--- config.mk ---
export PLATFORM = sky130hd
export DESIGN_NAME = sys_regs
export DESIGN_NICKNAME = d
export VERILOG_FILES = /design/src/source/soc_params.svh /design/src/source/bus_pkg.sv /design/src/source/periph_pkg.sv /design/src/source/sys_regs.sv
export SDC_FILE = /design/constraint.sdc
export NUM_CORES = 1
export LEC_CHECK = 0
export BUFFER_PORTS_ARGS = -buffer_cell sky130_fd_sc_hd__buf_4
export CAP_MARGIN = 15
export CORE_ASPECT_RATIO = 0.75
export CORE_MARGIN = 4
export CORE_UTILIZATION = 35
export DETAILED_ROUTE_END_ITERATION = 8
export GPL_TIMING_DRIVEN = 0
export SETUP_SLACK_MARGIN = 0.4
export SYNTH_ARGS = -nofsm -noshare
export SYNTH_HDL_FRONTEND = slang
export SYNTH_SLANG_ARGS = --single-unit
--- constraint.sdc ---
create_clock -name pll_clk -period 2.5 [get_ports pll_clk]
set_input_delay 0.25 -clock pll_clk [delete_from_list [all_inputs] [get_ports pll_clk]]
set_output_delay 0.25 -clock pll_clk [all_outputs]
set_load 0.03 [all_outputs]
--- src/source/soc_params.svh ---
`ifndef SOC_PARAMS_SVH
`define SOC_PARAMS_SVH

// ram depth in 32-bit words
`define SOC_RAM_WORDS 1024

// pll_clk cycles per serial bit
`define SOC_UART_DIV 16

// address map, each window decoded on address[31:16]
`define SOC_WIN_BITS 16

`define SOC_RAM_BASE   32'h0000_0000
`define SOC_LED_BASE   32'h0001_0000
`define SOC_UART_BASE  32'h0002_0000
`define SOC_TIMER_BASE 32'h0003_0000

`endif

--- src/source/bus_pkg.sv ---
package bus_pkg;

    // fetch port, read only
    typedef struct packed {
        logic [31:0] address;
        logic        read;
    } instr_req_t;

    // data port and common bus
    typedef struct packed {
        logic [31:0] address;
        logic        read;
        logic        write;
        logic [3:0]  write_mask;
        logic [31:0] write_value;
    } mem_req_t;

    typedef struct packed {
        logic [31:0] read_value;
        logic        ready;     // one cycle per transfer
    } mem_rsp_t;

endpackage

--- src/source/periph_pkg.sv ---
package periph_pkg;

    typedef enum logic [2:0] {
        sel_none,
        sel_ram,
        sel_led,
        sel_uart,
        sel_timer
    } slave_sel_t;

    typedef struct packed {
        logic tx_busy;
        logic rx_valid;
    } uart_status_t;

    // register offsets, address[3:0]
    localparam logic [3:0] uart_data_ofs   = 4'h0;
    localparam logic [3:0] uart_status_ofs = 4'h4;
    localparam logic [3:0] timer_low_ofs   = 4'h0;
    localparam logic [3:0] timer_high_ofs  = 4'h4;

endpackage

--- src/source/sys_regs.sv ---
module sys_regs (
    input  logic               pll_clk,
    input  logic               rst_n,
    input  logic               led_sel,
    input  logic               timer_sel,
    input  bus_pkg::mem_req_t  mem_req,
    output bus_pkg::mem_rsp_t  led_rsp,
    output bus_pkg::mem_rsp_t  timer_rsp,
    output logic [7:0]         leds
);

    logic [7:0]  led_q;
    logic [63:0] cycle_q;
    logic [31:0] high_q;    // high word captured with the low read
    logic [3:0]  offset;

    assign offset = mem_req.address[3:0];
    assign leds   = led_q;

    always_ff @(posedge pll_clk or negedge rst_n) begin
        if (!rst_n) begin
            led_q   <= 8'b0;
            cycle_q <= 64'b0;
        end else begin
            cycle_q <= cycle_q + 64'd1;
            if (led_sel && mem_req.write && mem_req.write_mask[0])
                led_q <= mem_req.write_value[7:0];
        end
    end

    always_ff @(posedge pll_clk) begin
        if (timer_sel && mem_req.read && offset == periph_pkg::timer_low_ofs)
            high_q <= cycle_q[63:32];
    end

    always_comb begin
        led_rsp.ready      = led_sel;
        led_rsp.read_value = led_sel ? {24'b0, led_q} : 32'b0;
    end

    always_comb begin
        timer_rsp.ready      = timer_sel;
        timer_rsp.read_value = 32'b0;
        if (timer_sel) begin
            case (offset)
                periph_pkg::timer_low_ofs:  timer_rsp.read_value = cycle_q[31:0];
                periph_pkg::timer_high_ofs: timer_rsp.read_value = high_q;
                default: ;
            endcase
        end
    end

endmodule

==> results of run 1 <==
final cells by class:
class / count / area (µm²) / area share [%]
plain buffers: 37 / 273 / 4.12
clock buffers: 11 / 243 / 3.67
clock inverters: 5 / 56.3 / 0.850
inverters: 12 / 45.0 / 0.680
multi-input cells: 298 / 2050 / 31.0
flip-flops and latches: 104 / 2780 / 42.0
well taps: 175 / 219 / 3.31
repair buffers: 122 / 952 / 14.4
where the power goes:
group / total, mW / switching [mW] / internal (mW) / leakage, nW
Combinational: 0.360 / 0.220 / 0.140 / 1.67
Sequential: 1.79 / 0.0169 / 1.77 / 1.32
Clock: 1.42 / 0.621 / 0.803 / 0.145
flip-flops by register name, summed over array words and instances (netlist names):
register  count
high_q       32
leds          8
cycle_q      64
worst max path at each step:
stage	endpoint	slack, ns	cells past startpoint
floorplan	high_q[0]	0.29	3
global placement	high_q[17]	-0.25	4
detailed placement	cycle_q[43]	-0.007	5
CTS	cycle_q[63]	0.39	6
global route	cycle_q[63]	0.29	7
finish	cycle_q[51]	0.38	7
metrics by stage:
stage	total power [mW]	hold WS (ns)
6_report	3.57	0.0382
5_1_grt	3.69	0.116
4_1_cts	3.59	0.0884
3_5_place_dp	2.19	0.432
3_3_place_gp	2.18	0.432
2_1_floorplan	2.05	-0.0456
cell usage in the layout, fill, tap and decap left out, types with 2 or more instances in the layout:
master / synthesis / layout
sky130_fd_sc_hd__xor2_1: 32 / 32
sky130_fd_sc_hd__clkinv_2: 0 / 2
sky130_fd_sc_hd__dfrtp_1: 72 / 56
sky130_fd_sc_hd__nor3_2: 1 / 4
sky130_fd_sc_hd__edfxtp_1: 32 / 32
sky130_fd_sc_hd__or4_4: 2 / 4
sky130_fd_sc_hd__xnor2_1: 30 / 30
sky130_fd_sc_hd__nand3_1: 20 / 18
sky130_fd_sc_hd__mux2i_1: 32 / 32
sky130_fd_sc_hd__nand4_1: 19 / 19
sky130_fd_sc_hd__clkbuf_8: 0 / 3
sky130_fd_sc_hd__nor4_1: 8 / 8
sky130_fd_sc_hd__nor3_4: 1 / 2
sky130_fd_sc_hd__nor2_1: 61 / 58
sky130_fd_sc_hd__inv_1: 12 / 12
sky130_fd_sc_hd__buf_4: 26 / 145
sky130_fd_sc_hd__conb_1: 1 / 24
sky130_fd_sc_hd__clkbuf_1: 10 / 5
sky130_fd_sc_hd__mux2_2: 8 / 8
sky130_fd_sc_hd__and4_1: 2 / 2
sky130_fd_sc_hd__nand4_4: 1 / 2
sky130_fd_sc_hd__nand4b_1: 2 / 2
sky130_fd_sc_hd__and2_1: 9 / 9
sky130_fd_sc_hd__nand3_4: 0 / 2
sky130_fd_sc_hd__nand2_1: 19 / 18
sky130_fd_sc_hd__and3_1: 2 / 2
sky130_fd_sc_hd__or3_1: 2 / 2
sky130_fd_sc_hd__nor3_1: 14 / 10
sky130_fd_sc_hd__clkbuf_2: 0 / 4
sky130_fd_sc_hd__clkbuf_16: 0 / 9
sky130_fd_sc_hd__or2_2: 2 / 2
sky130_fd_sc_hd__nor2_2: 0 / 2
sky130_fd_sc_hd__dfrtp_2: 0 / 16
what timing repair did:
item | CTS | global route
pin swaps | 11 | 7
buffers inserted | 41 | 13
endpoints found under the setup margin | 38 | 55
gates resized for setup | 26 | 19
kinds of logic (layout without fill, tap and decap cells):
family                   after synthesis  after routing  synth area share, %
buffers and inverters                 49            187                 5.88
flip-flops                           104            104                 56.2
AND/OR/NAND/NOR                      171            171                 18.1
other                                  1             24               0.0763
XOR/XNOR                              62             62                 11.1
adder cells (fa/ha/maj)                1              1                0.255
multiplexers                          40             40                 8.35
metal layers:
layer  up-vias  track usage [%]  wire length, µm
met3         9             4.37              636
met4         0             3.05               93
met2        73             23.0             5360
li1       1733                -                -
met5         -                0                0
met1      1741             21.3             5440
worst reg2reg max path, cell delays in order (launching register included):
cell and delay, ns:
sky130_fd_sc_hd__dfrtp_1 0.34, sky130_fd_sc_hd__clkbuf_8 0.13, sky130_fd_sc_hd__nand2_4 0.05, sky130_fd_sc_hd__or4_4 0.54, sky130_fd_sc_hd__or4_4 0.54, sky130_fd_sc_hd__buf_8 0.16, sky130_fd_sc_hd__buf_4 0.13, sky130_fd_sc_hd__xnor2_1 0.11
==> tab_implementation.tex, run 1 <==
\begin{tabular}{lr}
\hline
Metric & Value \\
\hline
\multicolumn{2}{l}{\textbf{Placement}} \\
\quad DP Worst Slack & -0.00705 ns \\
\quad Number of port buffers & 67 \\
\quad Cell Count Post-Placement & 694 \\
\quad Standard cell area after detailed placement & 5780 µm² \\
\quad Detailed Place HPWL & 7690 µm \\
\quad Weighted congestion reported at the end of routability-driven placement & 0.790 \\
\multicolumn{2}{l}{\textbf{Setup path}} \\
\quad Critical Path, Cell by Cell & clkbuf\_8 -> nand2\_4 -> or4\_4 -> or4\_4 -> buf\_8 -> buf\_4 -> xnor2\_1 \\
\quad Setup CP Type & reg -> reg \\
\quad Setup crit end kind & flop \\
\quad Required time of the worst setup path & 2.73 ns \\
\quad Buffer and inverter count on the worst path & 3 \\
\quad Launch point of the worst path & cycle\_q[24] \\
\quad Worst Reg2Reg Path Length in Cells & 7 \\
\quad Worst flop-to-flop path endpoint & cycle\_q[51] \\
\quad CP max stage delay & 0.54 ns \\
\quad Setup slack of the most critical reg-to-reg path & 0.38 ns \\
\quad Endpoint arrival time on the critical path & 2.35 ns \\
\quad Top delay family on crit path & simple AND/OR/NAND/NOR gates \\
\quad Maximum fanout along the worst path & 7 \\
\quad Cell mode on critical path & sky130\_fd\_sc\_hd\_\_or4\_4 \\
\quad Slowest stage cell, crit path & sky130\_fd\_sc\_hd\_\_or4\_4 \\
\quad Source of the worst register-to-register timing path & cycle\_q[24] \\
\quad Type of origin of the critical path & flop \\
\multicolumn{2}{l}{\textbf{Layout}} \\
\quad Fill cell instance count of the final layout & 1256 \\
\quad Finished Layout Cells & 764 \\
\quad Area grow syn2layout & 34.8\% \\
\quad Number of nets in the finished design & 659 \\
\quad Finished Core Util & 48.2\% \\
\quad Summed area of non-filler cells in the final layout & 6620 µm² \\
\quad Number of antenna cells inserted & 0 \\
\quad Layout cells sized above 1 & 36.8\% \\
\multicolumn{2}{l}{\textbf{Timing}} \\
\quad Highest Clock Rate & 472 MHz \\
\quad Final period demand of the worst path & 2.12 ns \\
\quad Total negative setup slack & 0 ns \\
\quad Worst relative slew slack & 36.7\% \\
\quad RSZ-0062 raised after global routing & true \\
\quad Final Setup Violations & 0 \\
\quad Pins over their slew limit & 0 \\
\quad Portion of the clock cycle consumed by the worst path in the final layout & 84.8\% \\
\quad Worst setup skew after layout & 0.00380 ns \\
\quad Final setup slack of the worst path & 0.380 ns \\
\quad Transition time at the pin with the least slew margin & 0.950 ns \\
\quad Total count of hold-check failures in the final report & 0 \\
\multicolumn{2}{l}{\textbf{Power and ir drop}} \\
\quad Pwr per Cell Area & 539 nW/µm² \\
\quad Worst voltage drop across the vdd grid & 409 µV \\
\quad Cell leakage power & 3.14 nW \\
\multicolumn{2}{l}{\textbf{Clocking}} \\
\quad Hold buffer count at CTS & 0 \\
\quad H-tree levels & 3 \\
\quad Number of buffers created by CTS & 9 \\
\quad Clock slew seen by the registers of the worst setup and hold paths & 0.07 ns \\
\quad CTS tree & done \\
\quad Maximum buffer depth of the clock tree & 2 \\
\quad Num Clock Sinks & 104 \\
\quad Worst skew pair latency & 0.35 ns \\
\quad CTS Root Buffer Type & sky130\_fd\_sc\_hd\_\_clkbuf\_16 \\
\multicolumn{2}{l}{\textbf{Global routing}} \\
\quad Overall overflow remaining after global route & 0 \\
\quad Global-route wire length before repair & 19100 µm \\
\quad Number of antenna violations at the first check in global routing & 0 \\
\quad Via count of the first global-routing pass & 3628 \\
\quad Maximum number of pins on one net before global-route repair & 73 \\
\quad Total routing resource utilization after global routing & 15.0\% \\
\multicolumn{2}{l}{\textbf{Synthesis}} \\
\quad Largest area contributor in the synthesized netlist & sky130\_fd\_sc\_hd\_\_dfrtp\_1 \\
\quad Most numerous cell in the Yosys netlist & sky130\_fd\_sc\_hd\_\_dfrtp\_1 \\
\quad Async SR Flop Fraction & 69.2\% \\
\quad Library cells used by synthesis & 32 \\
\quad Top cells by count, synth & sky130\_fd\_sc\_hd\_\_dfrtp\_1 (72), sky130\_fd\_sc\_hd\_\_nor2\_1 (61), sky130\_fd\_sc\_hd\_\_edfxtp\_1 (32), sky130\_fd\_sc\_hd\_\_mux2i\_1 (32), sky130\_fd\_sc\_hd\_\_xor2\_1 (32) \\
\quad Number of synthesized register bits & 104 \\
\quad Top area cells in the synthesized netlist & sky130\_fd\_sc\_hd\_\_dfrtp\_1 (37\%), sky130\_fd\_sc\_hd\_\_edfxtp\_1 (20\%), sky130\_fd\_sc\_hd\_\_mux2i\_1 (6.5\%), sky130\_fd\_sc\_hd\_\_xor2\_1 (5.7\%), sky130\_fd\_sc\_hd\_\_xnor2\_1 (5.3\%) \\
\quad Gate Count Post-Synth & 428 \\
\quad Post-synth top area share & 36.7\% \\
\quad Number of enable-type register cells in the synthesized netlist & 32 \\
\quad Primary flip-flop cell chosen by synthesis mapping & sky130\_fd\_sc\_hd\_\_dfrtp\_1 \\
\quad Ys Warns & 0 \\
\quad Part of the Yosys area used for sequential elements & 56.2\% \\
\quad Netlist area before placement & 4910 µm² \\
\quad Post-Syn Area per Cell & 11.5 µm² \\
\multicolumn{2}{l}{\textbf{Routing}} \\
\quad Number of vias per cell & 4.65 \\
\quad Total iterations of the first detailed-routing run & 4 \\
\quad Vias post-DR & 3556 \\
\quad Drt wl/cell & 15.1 µm \\
\quad Total Wirelength & 11500 µm \\
\quad Starting DRC count in detailed routing & 202 \\
\quad Number of nets still failing antenna checks after routing & 0 \\
\quad Remaining routing DRC violations & 0 \\
\multicolumn{2}{l}{\textbf{Flow run}} \\
\quad Number of max-cap violations & 0 \\
\multicolumn{2}{l}{\textbf{Floorplanning}} \\
\quad Area of the core & 13700 µm² \\
\quad Horizontal die dimension & 145 µm \\
\quad Top-Level Pins & 148 \\
\quad Starting density of the core & 35.7\% \\
\quad Die Area & 16000 µm² \\
\quad Die height & 111 µm \\
\quad Number of core rows & 37 \\
\multicolumn{2}{l}{\textbf{Status}} \\
\quad Outcome & completed \\
\multicolumn{2}{l}{\textbf{Hold path}} \\
\quad Worst hold path type & in -> async \\
\hline
\end{tabular}
Power figures use the tool's default switching activity.
==> run 2, diff against run 1 <==
ABC_AREA = 1   (was unset)
clock period = 1.75 ns   (was 2.5 ns; I/O delays follow)
==> run 2 against run 1 <==
Compared with the run above: the flow now finishes with violations (hold timing); via count grew 44%; largest power group unchanged; synthesized area grew 16%; sequential cell count is the same; clock skew grew 0.0035 ns; non-clock buffer count grew 14; core utilization grew 4.9 points; count of clock-buffer cells in the layout shrank 1; worst hold slack lost 0.063 ns; worst setup slack lost 0.25 ns; register-to-register slack lost 0.25 ns; first-iteration DRC count grew 100%.
==> tab_implementation.tex, run 2 <==
\begin{tabular}{lr}
\hline
Metric & Value \\
\hline
\multicolumn{2}{l}{\textbf{Status}} \\
\quad Outcome & complete, but fails checks \\
\quad Failing checks & hold timing \\
\multicolumn{2}{l}{\textbf{Layout}} \\
\quad Number of nets in the finished design & 966 \\
\quad Number of antenna cells inserted & 0 \\
\quad Leading cell types in the layout, fill and taps excluded & sky130\_fd\_sc\_hd\_\_nand2\_1 (182), sky130\_fd\_sc\_hd\_\_buf\_4 (110), sky130\_fd\_sc\_hd\_\_inv\_1 (89) \\
\quad Number of flip-flops in the largest register & 64 \\
\quad Layout cells sized above 1 & 41.9\% \\
\quad Finished Layout Cells & 1106 \\
\quad Area grow syn2layout & 49.0\% \\
\quad Biggest register & cycle\_q \\
\quad Most common library cell in the layout ignoring fill and taps & sky130\_fd\_sc\_hd\_\_nand2\_1 \\
\multicolumn{2}{l}{\textbf{Clocking}} \\
\quad H-tree levels & 3 \\
\quad Num Clock Sinks & 104 \\
\quad CTS tree & done \\
\quad Worst skew pair latency & 0.36 ns \\
\quad Maximum buffer depth of the clock tree & 2 \\
\quad CTS Root Buffer Type & sky130\_fd\_sc\_hd\_\_clkbuf\_16 \\
\quad Clock slew seen by the registers of the worst setup and hold paths & 0.07 ns \\
\quad Number of buffers created by CTS & 9 \\
\multicolumn{2}{l}{\textbf{Synthesis}} \\
\quad Async SR Flop Fraction & 69.2\% \\
\quad Dominant combinational cell family by area after synthesis & simple AND/OR/NAND/NOR gates \\
\quad Post-synth top area share & 31.7\% \\
\quad Gate Count Post-Synth & 715 \\
\quad Ys Warns & 0 \\
\quad Number of synthesized register bits & 104 \\
\quad Netlist area before placement & 5680 µm² \\
\quad Most numerous cell in the Yosys netlist & sky130\_fd\_sc\_hd\_\_nand2\_1 \\
\quad Simple-gate share of the synthesized area & 27.9\% \\
\quad Top area cells in the synthesized netlist & sky130\_fd\_sc\_hd\_\_dfrtp\_1 (32\%), sky130\_fd\_sc\_hd\_\_edfxtp\_1 (17\%), sky130\_fd\_sc\_hd\_\_nand2\_1 (13\%), sky130\_fd\_sc\_hd\_\_inv\_1 (7.7\%), sky130\_fd\_sc\_hd\_\_nor2\_1 (7.5\%) \\
\quad Xor and xnor area share after synthesis & 4.78\% \\
\quad Number of enable-type register cells in the synthesized netlist & 32 \\
\quad Adder-cell share of the synthesized area & 0.220\% \\
\quad Multiplexer area fraction after synthesis & 1.58\% \\
\quad Library cells used by synthesis & 24 \\
\quad Compound-Gate Fraction of Synth Area & 5.28\% \\
\quad Largest area contributor in the synthesized netlist & sky130\_fd\_sc\_hd\_\_dfrtp\_1 \\
\quad Top cells by count, synth & sky130\_fd\_sc\_hd\_\_nand2\_1 (203), sky130\_fd\_sc\_hd\_\_inv\_1 (116), sky130\_fd\_sc\_hd\_\_nor2\_1 (114) \\
\quad Primary flip-flop cell chosen by synthesis mapping & sky130\_fd\_sc\_hd\_\_dfrtp\_1 \\
\quad Post-Syn Area per Cell & 7.95 µm² \\
\quad Part of the Yosys area used for sequential elements & 48.6\% \\
\multicolumn{2}{l}{\textbf{Setup path}} \\
\quad Required time of the worst setup path & 2.00 ns \\
\quad Maximum fanout along the worst path & 6 \\
\quad Setup CP Type & reg -> reg \\
\quad Type of origin of the critical path & flop \\
\quad Endpoint arrival time on the critical path & 1.87 ns \\
\quad Setup crit end kind & flop \\
\multicolumn{2}{l}{\textbf{Hold path}} \\
\quad Worst hold path type & in -> async \\
\multicolumn{2}{l}{\textbf{Floorplanning}} \\
\quad Die height & 118 µm \\
\quad Starting density of the core & 35.6\% \\
\quad Top-Level Pins & 148 \\
\quad Number of core rows & 40 \\
\quad Area of the core & 16000 µm² \\
\quad Horizontal die dimension & 155 µm \\
\quad Die Area & 18400 µm² \\
\multicolumn{2}{l}{\textbf{Global routing}} \\
\quad Overall overflow remaining after global route & 0 \\
\quad Via count of the first global-routing pass & 4754 \\
\quad Global-route wire length before repair & 25800 µm \\
\quad Maximum number of pins on one net before global-route repair & 73 \\
\quad Number of antenna violations at the first check in global routing & 0 \\
\quad Total routing resource utilization after global routing & 18.2\% \\
\multicolumn{2}{l}{\textbf{Power and ir drop}} \\
\quad Worst voltage drop across the vdd grid & 389 µV \\
\quad Fraction of power spent switching nets & 26.1\% \\
\quad Sequential fraction of design power & 50.6\% \\
\quad Net Sw Power & 1.32 mW \\
\quad Internal power of the cells & 3.72 mW \\
\quad Total chip power & 5.04 mW \\
\quad Share of total power in combinational logic & 10.5\% \\
\quad Share of power burned in the clock network & 38.8\% \\
\quad Cell leakage power & 3.71 nW \\
\quad Pwr per Cell Area & 595 nW/µm² \\
\multicolumn{2}{l}{\textbf{Timing}} \\
\quad Pins over their slew limit & 0 \\
\quad Worst setup skew after layout & 0.00734 ns \\
\quad Total count of hold-check failures in the final report & 44 \\
\quad Highest Clock Rate & 619 MHz \\
\quad Portion of the clock cycle consumed by the worst path in the final layout & 92.4\% \\
\quad Worst relative slew slack & 35.1\% \\
\quad Worst hold margin & -0.0246 ns \\
\quad Transition time at the pin with the least slew margin & 0.974 ns \\
\quad Final period demand of the worst path & 1.62 ns \\
\quad Final Setup Violations & 0 \\
\quad RSZ-0062 raised after global routing & true \\
\multicolumn{2}{l}{\textbf{Flow run}} \\
\quad Number of max-cap violations & 0 \\
\multicolumn{2}{l}{\textbf{Routing}} \\
\quad Number of nets still failing antenna checks after routing & 0 \\
\quad Number of vias per cell & 4.63 \\
\quad Total iterations of the first detailed-routing run & 5 \\
\quad Remaining routing DRC violations & 0 \\
\quad Drt wl/cell & 16.1 µm \\
\quad Vias post-DR & 5126 \\
\quad Starting DRC count in detailed routing & 413 \\
\quad Total Wirelength & 17800 µm \\
\multicolumn{2}{l}{\textbf{Placement}} \\
\quad Weighted congestion reported at the end of routability-driven placement & 0.930 \\
\quad Detailed Place HPWL & 11800 µm \\
\quad Number of port buffers & 67 \\
\quad Cell Count Post-Placement & 1015 \\
\hline
\end{tabular}
[run 2: cell count changes after synthesis, moves of 14 or more]
| cell | delta |
|---|---|
| sky130_fd_sc_hd__xnor2_1 | -29 |
| sky130_fd_sc_hd__o22ai_1 | +32 |
| sky130_fd_sc_hd__inv_1 | +104 |
| sky130_fd_sc_hd__nor2_1 | +53 |
| sky130_fd_sc_hd__nor3_1 | -14 |
| sky130_fd_sc_hd__nand2_1 | +184 |
| sky130_fd_sc_hd__mux2i_1 | -32 |
[run 2: logic make-up after synthesis]
family | after synthesis
buffers and inverters | 149
XOR/XNOR | 31
adder cells (fa/ha/maj) | 1
other | 1
AND/OR/NAND/NOR | 369
AO/OA/AOI/OAI | 52
flip-flops | 104
multiplexers | 8
[run 2: final timing paths]
check,from,end,slack (ns),cells after the start
worst max-delay path,cycle_q[1],cycle_q[45],0.13,11
worst min-delay path,rst_n,cycle_q[13],-0.02,1
worst max register to register,cycle_q[1],cycle_q[45],0.13,11
worst min register to register,cycle_q[63],high_q[31],0.50,0
max in group asynchronous,rst_n,cycle_q[47],1.08,1
min in group pll_clk,mem_req[5],leds[5],0.04,2
[run 2: cell type report]
type,count,area (µm²)
timing repair buffer,140,1300
multi-input combinational,487,3060
sequential,104,2780
fill,1459,7500
tap,210,263
clock buffer,10,229
inverter,116,443
buffer,33,345
clock inverter,6,51.3
[run 2: routing by layer]
metal | global-route usage, % | up-vias | share of wire (%)
met5 | 0 | - | 0
met4 | 4.30 | 0 | 1.6
met3 | 3.62 | 24 | 6.8
met2 | 26.4 | 160 | 44
met1 | 27.7 | 2419 | 48
li1 | - | 2523 | -
[run 2: what timing repair did]
item | 4_1_cts | 5_1_grt
setup endpoints to repair | 113 | 88
pin swaps | 61 | 32
buffers inserted | 49 | 21
cloned | 1 | 4
gates resized for setup | 163 | 102
hold buffers | 0 | 0
endpoints found under the hold margin | 0 | 0
[run 2: stage by stage]
step                hold WS, ns  setup TNS, ns  utilization (%)  cell area [µm²]  setup WS, ns
finish                  -0.0246              0             53.0             8470         0.134
CTS                      0.0162              0             49.2             7850         0.179
floorplan                -0.121              0                -             5850         0.276
global placement          0.392         -11.49             41.4             6610        -0.364
detailed placement        0.400         -11.31             41.4             6610        -0.357
global route             0.0351              0             53.0             8470        0.0429
[run 2: critical path: stages, from the launching register on]
cell	delay (ns)
sky130_fd_sc_hd__dfrtp_1	0.36
sky130_fd_sc_hd__buf_4	0.13
sky130_fd_sc_hd__buf_6	0.09
sky130_fd_sc_hd__nand2_4	0.04
sky130_fd_sc_hd__nor2_4	0.16
sky130_fd_sc_hd__nand2_2	0.11
sky130_fd_sc_hd__nor2_4	0.26
sky130_fd_sc_hd__nand2_4	0.14
sky130_fd_sc_hd__inv_2	0.08
sky130_fd_sc_hd__nand2_1	0.04
sky130_fd_sc_hd__nand2_1	0.05
sky130_fd_sc_hd__nand2_1	0.05
[run 2: power groups by stage]
stage          Clock [mW]  Combinational, mW  Sequential, mW
3_5_place_dp            0              0.488            2.60
4_1_cts              1.98              0.506            2.55
2_1_floorplan           0              0.236            2.67
6_report             1.96              0.530            2.55
5_1_grt              2.09              0.567            2.56
3_3_place_gp            0              0.485            2.60
==> run 3, diff against run 2 <==
--- a/constraint.sdc
+++ b/constraint.sdc
@@ -3,2 +3,2 @@
 set_output_delay 0.175 -clock pll_clk [all_outputs]
-set_load 0.03 [all_outputs]
+set_load 0.005 [all_outputs]
==> run 3 against run 2 <==
Compared with the run above: the run still ends with hold timing left; non-clock buffer count shrank 19; sequential cell count unchanged; register-to-register slack improved by 0.03 ns; worst setup slack gained 0.025 ns; count of clock-buffer cells in the layout is the same; maximum frequency rose by 1.6%; combinational power down 41%; via count is 2.8% lower; largest power group unchanged; highest routed layer unchanged.
==> tab_implementation.tex, run 3 (synthesis results as in run 2) <==
\begin{tabular}{lr}
\hline
Metric & Value \\
\hline
\multicolumn{2}{l}{\textbf{Status}} \\
\quad Outcome & complete, but fails checks \\
\quad Failing checks & hold timing \\
\multicolumn{2}{l}{\textbf{Layout}} \\
\quad Layout cells sized above 1 & 38.6\% \\
\quad Finished Layout Cells & 1086 \\
\quad Fill cell instance count of the final layout & 1534 \\
\quad Sequential Area & 2780 µm² \\
\quad Leading cell types in the layout, fill and taps excluded & sky130\_fd\_sc\_hd\_\_nand2\_1 (184), sky130\_fd\_sc\_hd\_\_buf\_4 (122), sky130\_fd\_sc\_hd\_\_inv\_1 (97) \\
\quad Number of nets in the finished design & 946 \\
\quad Most common library cell in the layout ignoring fill and taps & sky130\_fd\_sc\_hd\_\_nand2\_1 \\
\quad Finished Core Util & 49.7\% \\
\quad Number of antenna cells inserted & 0 \\
\quad Biggest register & cycle\_q \\
\quad Area grow syn2layout & 39.7\% \\
\quad Number of flip-flops in the largest register & 64 \\
\quad Area of combinational cells with multiple inputs & 2880 µm² \\
\multicolumn{2}{l}{\textbf{Timing}} \\
\quad Pins over their slew limit & 0 \\
\quad Total count of hold-check failures in the final report & 41 \\
\quad Transition time at the pin with the least slew margin & 0.968 ns \\
\quad Portion of the clock cycle consumed by the worst path in the final layout & 90.9\% \\
\quad Worst hold margin & -0.0249 ns \\
\quad Worst relative slew slack & 35.5\% \\
\quad Final period demand of the worst path & 1.59 ns \\
\quad Worst setup skew after layout & 0.00969 ns \\
\quad Highest Clock Rate & 628 MHz \\
\quad Final Setup Violations & 0 \\
\quad RSZ-0062 raised after global routing & true \\
\multicolumn{2}{l}{\textbf{Floorplanning}} \\
\quad Top-Level Pins & 148 \\
\quad Horizontal die dimension & 155 µm \\
\quad Die Area & 18400 µm² \\
\quad Die height & 118 µm \\
\quad Starting density of the core & 35.6\% \\
\quad Number of core rows & 40 \\
\quad Area of the core & 16000 µm² \\
\multicolumn{2}{l}{\textbf{Power and ir drop}} \\
\quad Worst voltage drop across the vdd grid & 443 µV \\
\quad Total chip power & 4.81 mW \\
\quad Pwr per Cell Area & 606 nW/µm² \\
\quad Cell leakage power & 3.54 nW \\
\multicolumn{2}{l}{\textbf{Routing}} \\
\quad Total iterations of the first detailed-routing run & 5 \\
\quad Number of nets still failing antenna checks after routing & 0 \\
\quad Starting DRC count in detailed routing & 370 \\
\quad Vias post-DR & 4980 \\
\quad Metal1 wirelength & 8140 µm \\
\quad Met3 WL & 1150 µm \\
\quad Drt wl/cell & 15.4 µm \\
\quad Remaining routing DRC violations & 0 \\
\quad Number of vias per cell & 4.59 \\
\quad Total Wirelength & 16800 µm \\
\quad Top routing layer in use & met4 \\
\quad Wire length on met2 & 7290 µm \\
\multicolumn{2}{l}{\textbf{Clocking}} \\
\quad Hold buffer count at CTS & 0 \\
\quad CTS Root Buffer Type & sky130\_fd\_sc\_hd\_\_clkbuf\_16 \\
\quad Number of buffers created by CTS & 9 \\
\quad H-tree levels & 3 \\
\quad Worst skew pair latency & 0.35 ns \\
\quad Num Clock Sinks & 104 \\
\quad Maximum buffer depth of the clock tree & 2 \\
\quad Clock slew seen by the registers of the worst setup and hold paths & 0.07 ns \\
\quad CTS tree & done \\
\multicolumn{2}{l}{\textbf{Setup path}} \\
\quad Setup crit end kind & flop \\
\quad Type of origin of the critical path & flop \\
\quad Maximum fanout along the worst path & 5 \\
\quad Endpoint arrival time on the critical path & 1.84 ns \\
\quad Required time of the worst setup path & 1.99 ns \\
\quad Setup CP Type & reg -> reg \\
\multicolumn{2}{l}{\textbf{Flow run}} \\
\quad Number of max-cap violations & 0 \\
\multicolumn{2}{l}{\textbf{Global routing}} \\
\quad Maximum number of pins on one net before global-route repair & 73 \\
\quad Overall overflow remaining after global route & 0 \\
\quad Number of antenna violations at the first check in global routing & 0 \\
\quad Via count of the first global-routing pass & 4708 \\
\quad Global-route wire length before repair & 25600 µm \\
\quad Total routing resource utilization after global routing & 18.1\% \\
\multicolumn{2}{l}{\textbf{Placement}} \\
\quad Number of port buffers & 67 \\
\quad Weighted congestion reported at the end of routability-driven placement & 0.930 \\
\quad Detailed Place HPWL & 11800 µm \\
\quad Cell Count Post-Placement & 1015 \\
\multicolumn{2}{l}{\textbf{Hold path}} \\
\quad Worst hold path type & in -> async \\
\hline
\end{tabular}
==> run 3: power breakdown <==
group	switching [mW]	internal (mW)
combinational	0.136	0.178
clock	0.957	0.990
sequential	0.0242	2.53
total	1.12	3.70
==> run 3: final cells by class <==
cell class                      count  area share, %
Multi-Input combinational cell    486           36.3
Sequential cell                   104           35.0
Timing Repair Buffer              121           12.9
Inverter                          116           5.55
Buffer                             33           3.34
Tap cell                          210           3.31
Clock buffer                       10           2.88
Clock inverter                      6          0.646
==> run 3: final timing paths <==
path | slack [ns] | endpoint | start | cells after the start
worst min register to register | 0.50 | high_q[31] | cycle_q[63] | 0
min in group pll_clk | 0.05 | leds[1] | mem_req[1] | 2
worst max-delay path | 0.16 | cycle_q[62] | cycle_q[1] | 8
max in group asynchronous | 1.07 | cycle_q[47] | rst_n | 1
worst min-delay path | -0.02 | cycle_q[13] | rst_n | 1
worst max register to register | 0.16 | cycle_q[62] | cycle_q[1] | 8
==> run 3: timing repair <==
item | 4_1_cts | 5_1_grt
pin swaps | 45 | 26
buffers inserted | 41 | 13
gates resized for setup | 125 | 73
endpoints found under the setup margin | 113 | 86
cloned | 1 | 0
==> run 3: metrics by stage <==
| step | setup slack [ns] | cell area (µm²) | setup TNS [ns] |
|---|---|---|---|
| detailed placement | -0.357 | 6610 | -11.31 |
| floorplan | 0.276 | 5850 | 0 |
| global placement | -0.364 | 6610 | -11.49 |
| CTS | 0.180 | 7610 | 0 |
| finish | 0.159 | 7940 | 0 |
| global route | 0.0716 | 7940 | 0 |
==> run 3: worst max-delay path: stages, from the launching register on <==
cell and delay, ns:
sky130_fd_sc_hd__dfrtp_1 0.37, sky130_fd_sc_hd__ha_2 0.20, sky130_fd_sc_hd__nand2_2 0.07, sky130_fd_sc_hd__nor2_4 0.19, sky130_fd_sc_hd__nand2_4 0.08, sky130_fd_sc_hd__nor2_4 0.23
sky130_fd_sc_hd__nand2_4 0.15, sky130_fd_sc_hd__o21ai_2 0.14, sky130_fd_sc_hd__nand2_1 0.05
==> run 3: per-layer routing <==
| metal | global-route usage (%) | up-vias |
|---|---|---|
| li1 | - | 2481 |
| met1 | 27.4 | 2346 |
| met2 | 26.2 | 140 |
| met3 | 3.84 | 13 |
| met4 | 4.14 | 0 |
| met5 | 0 | - |
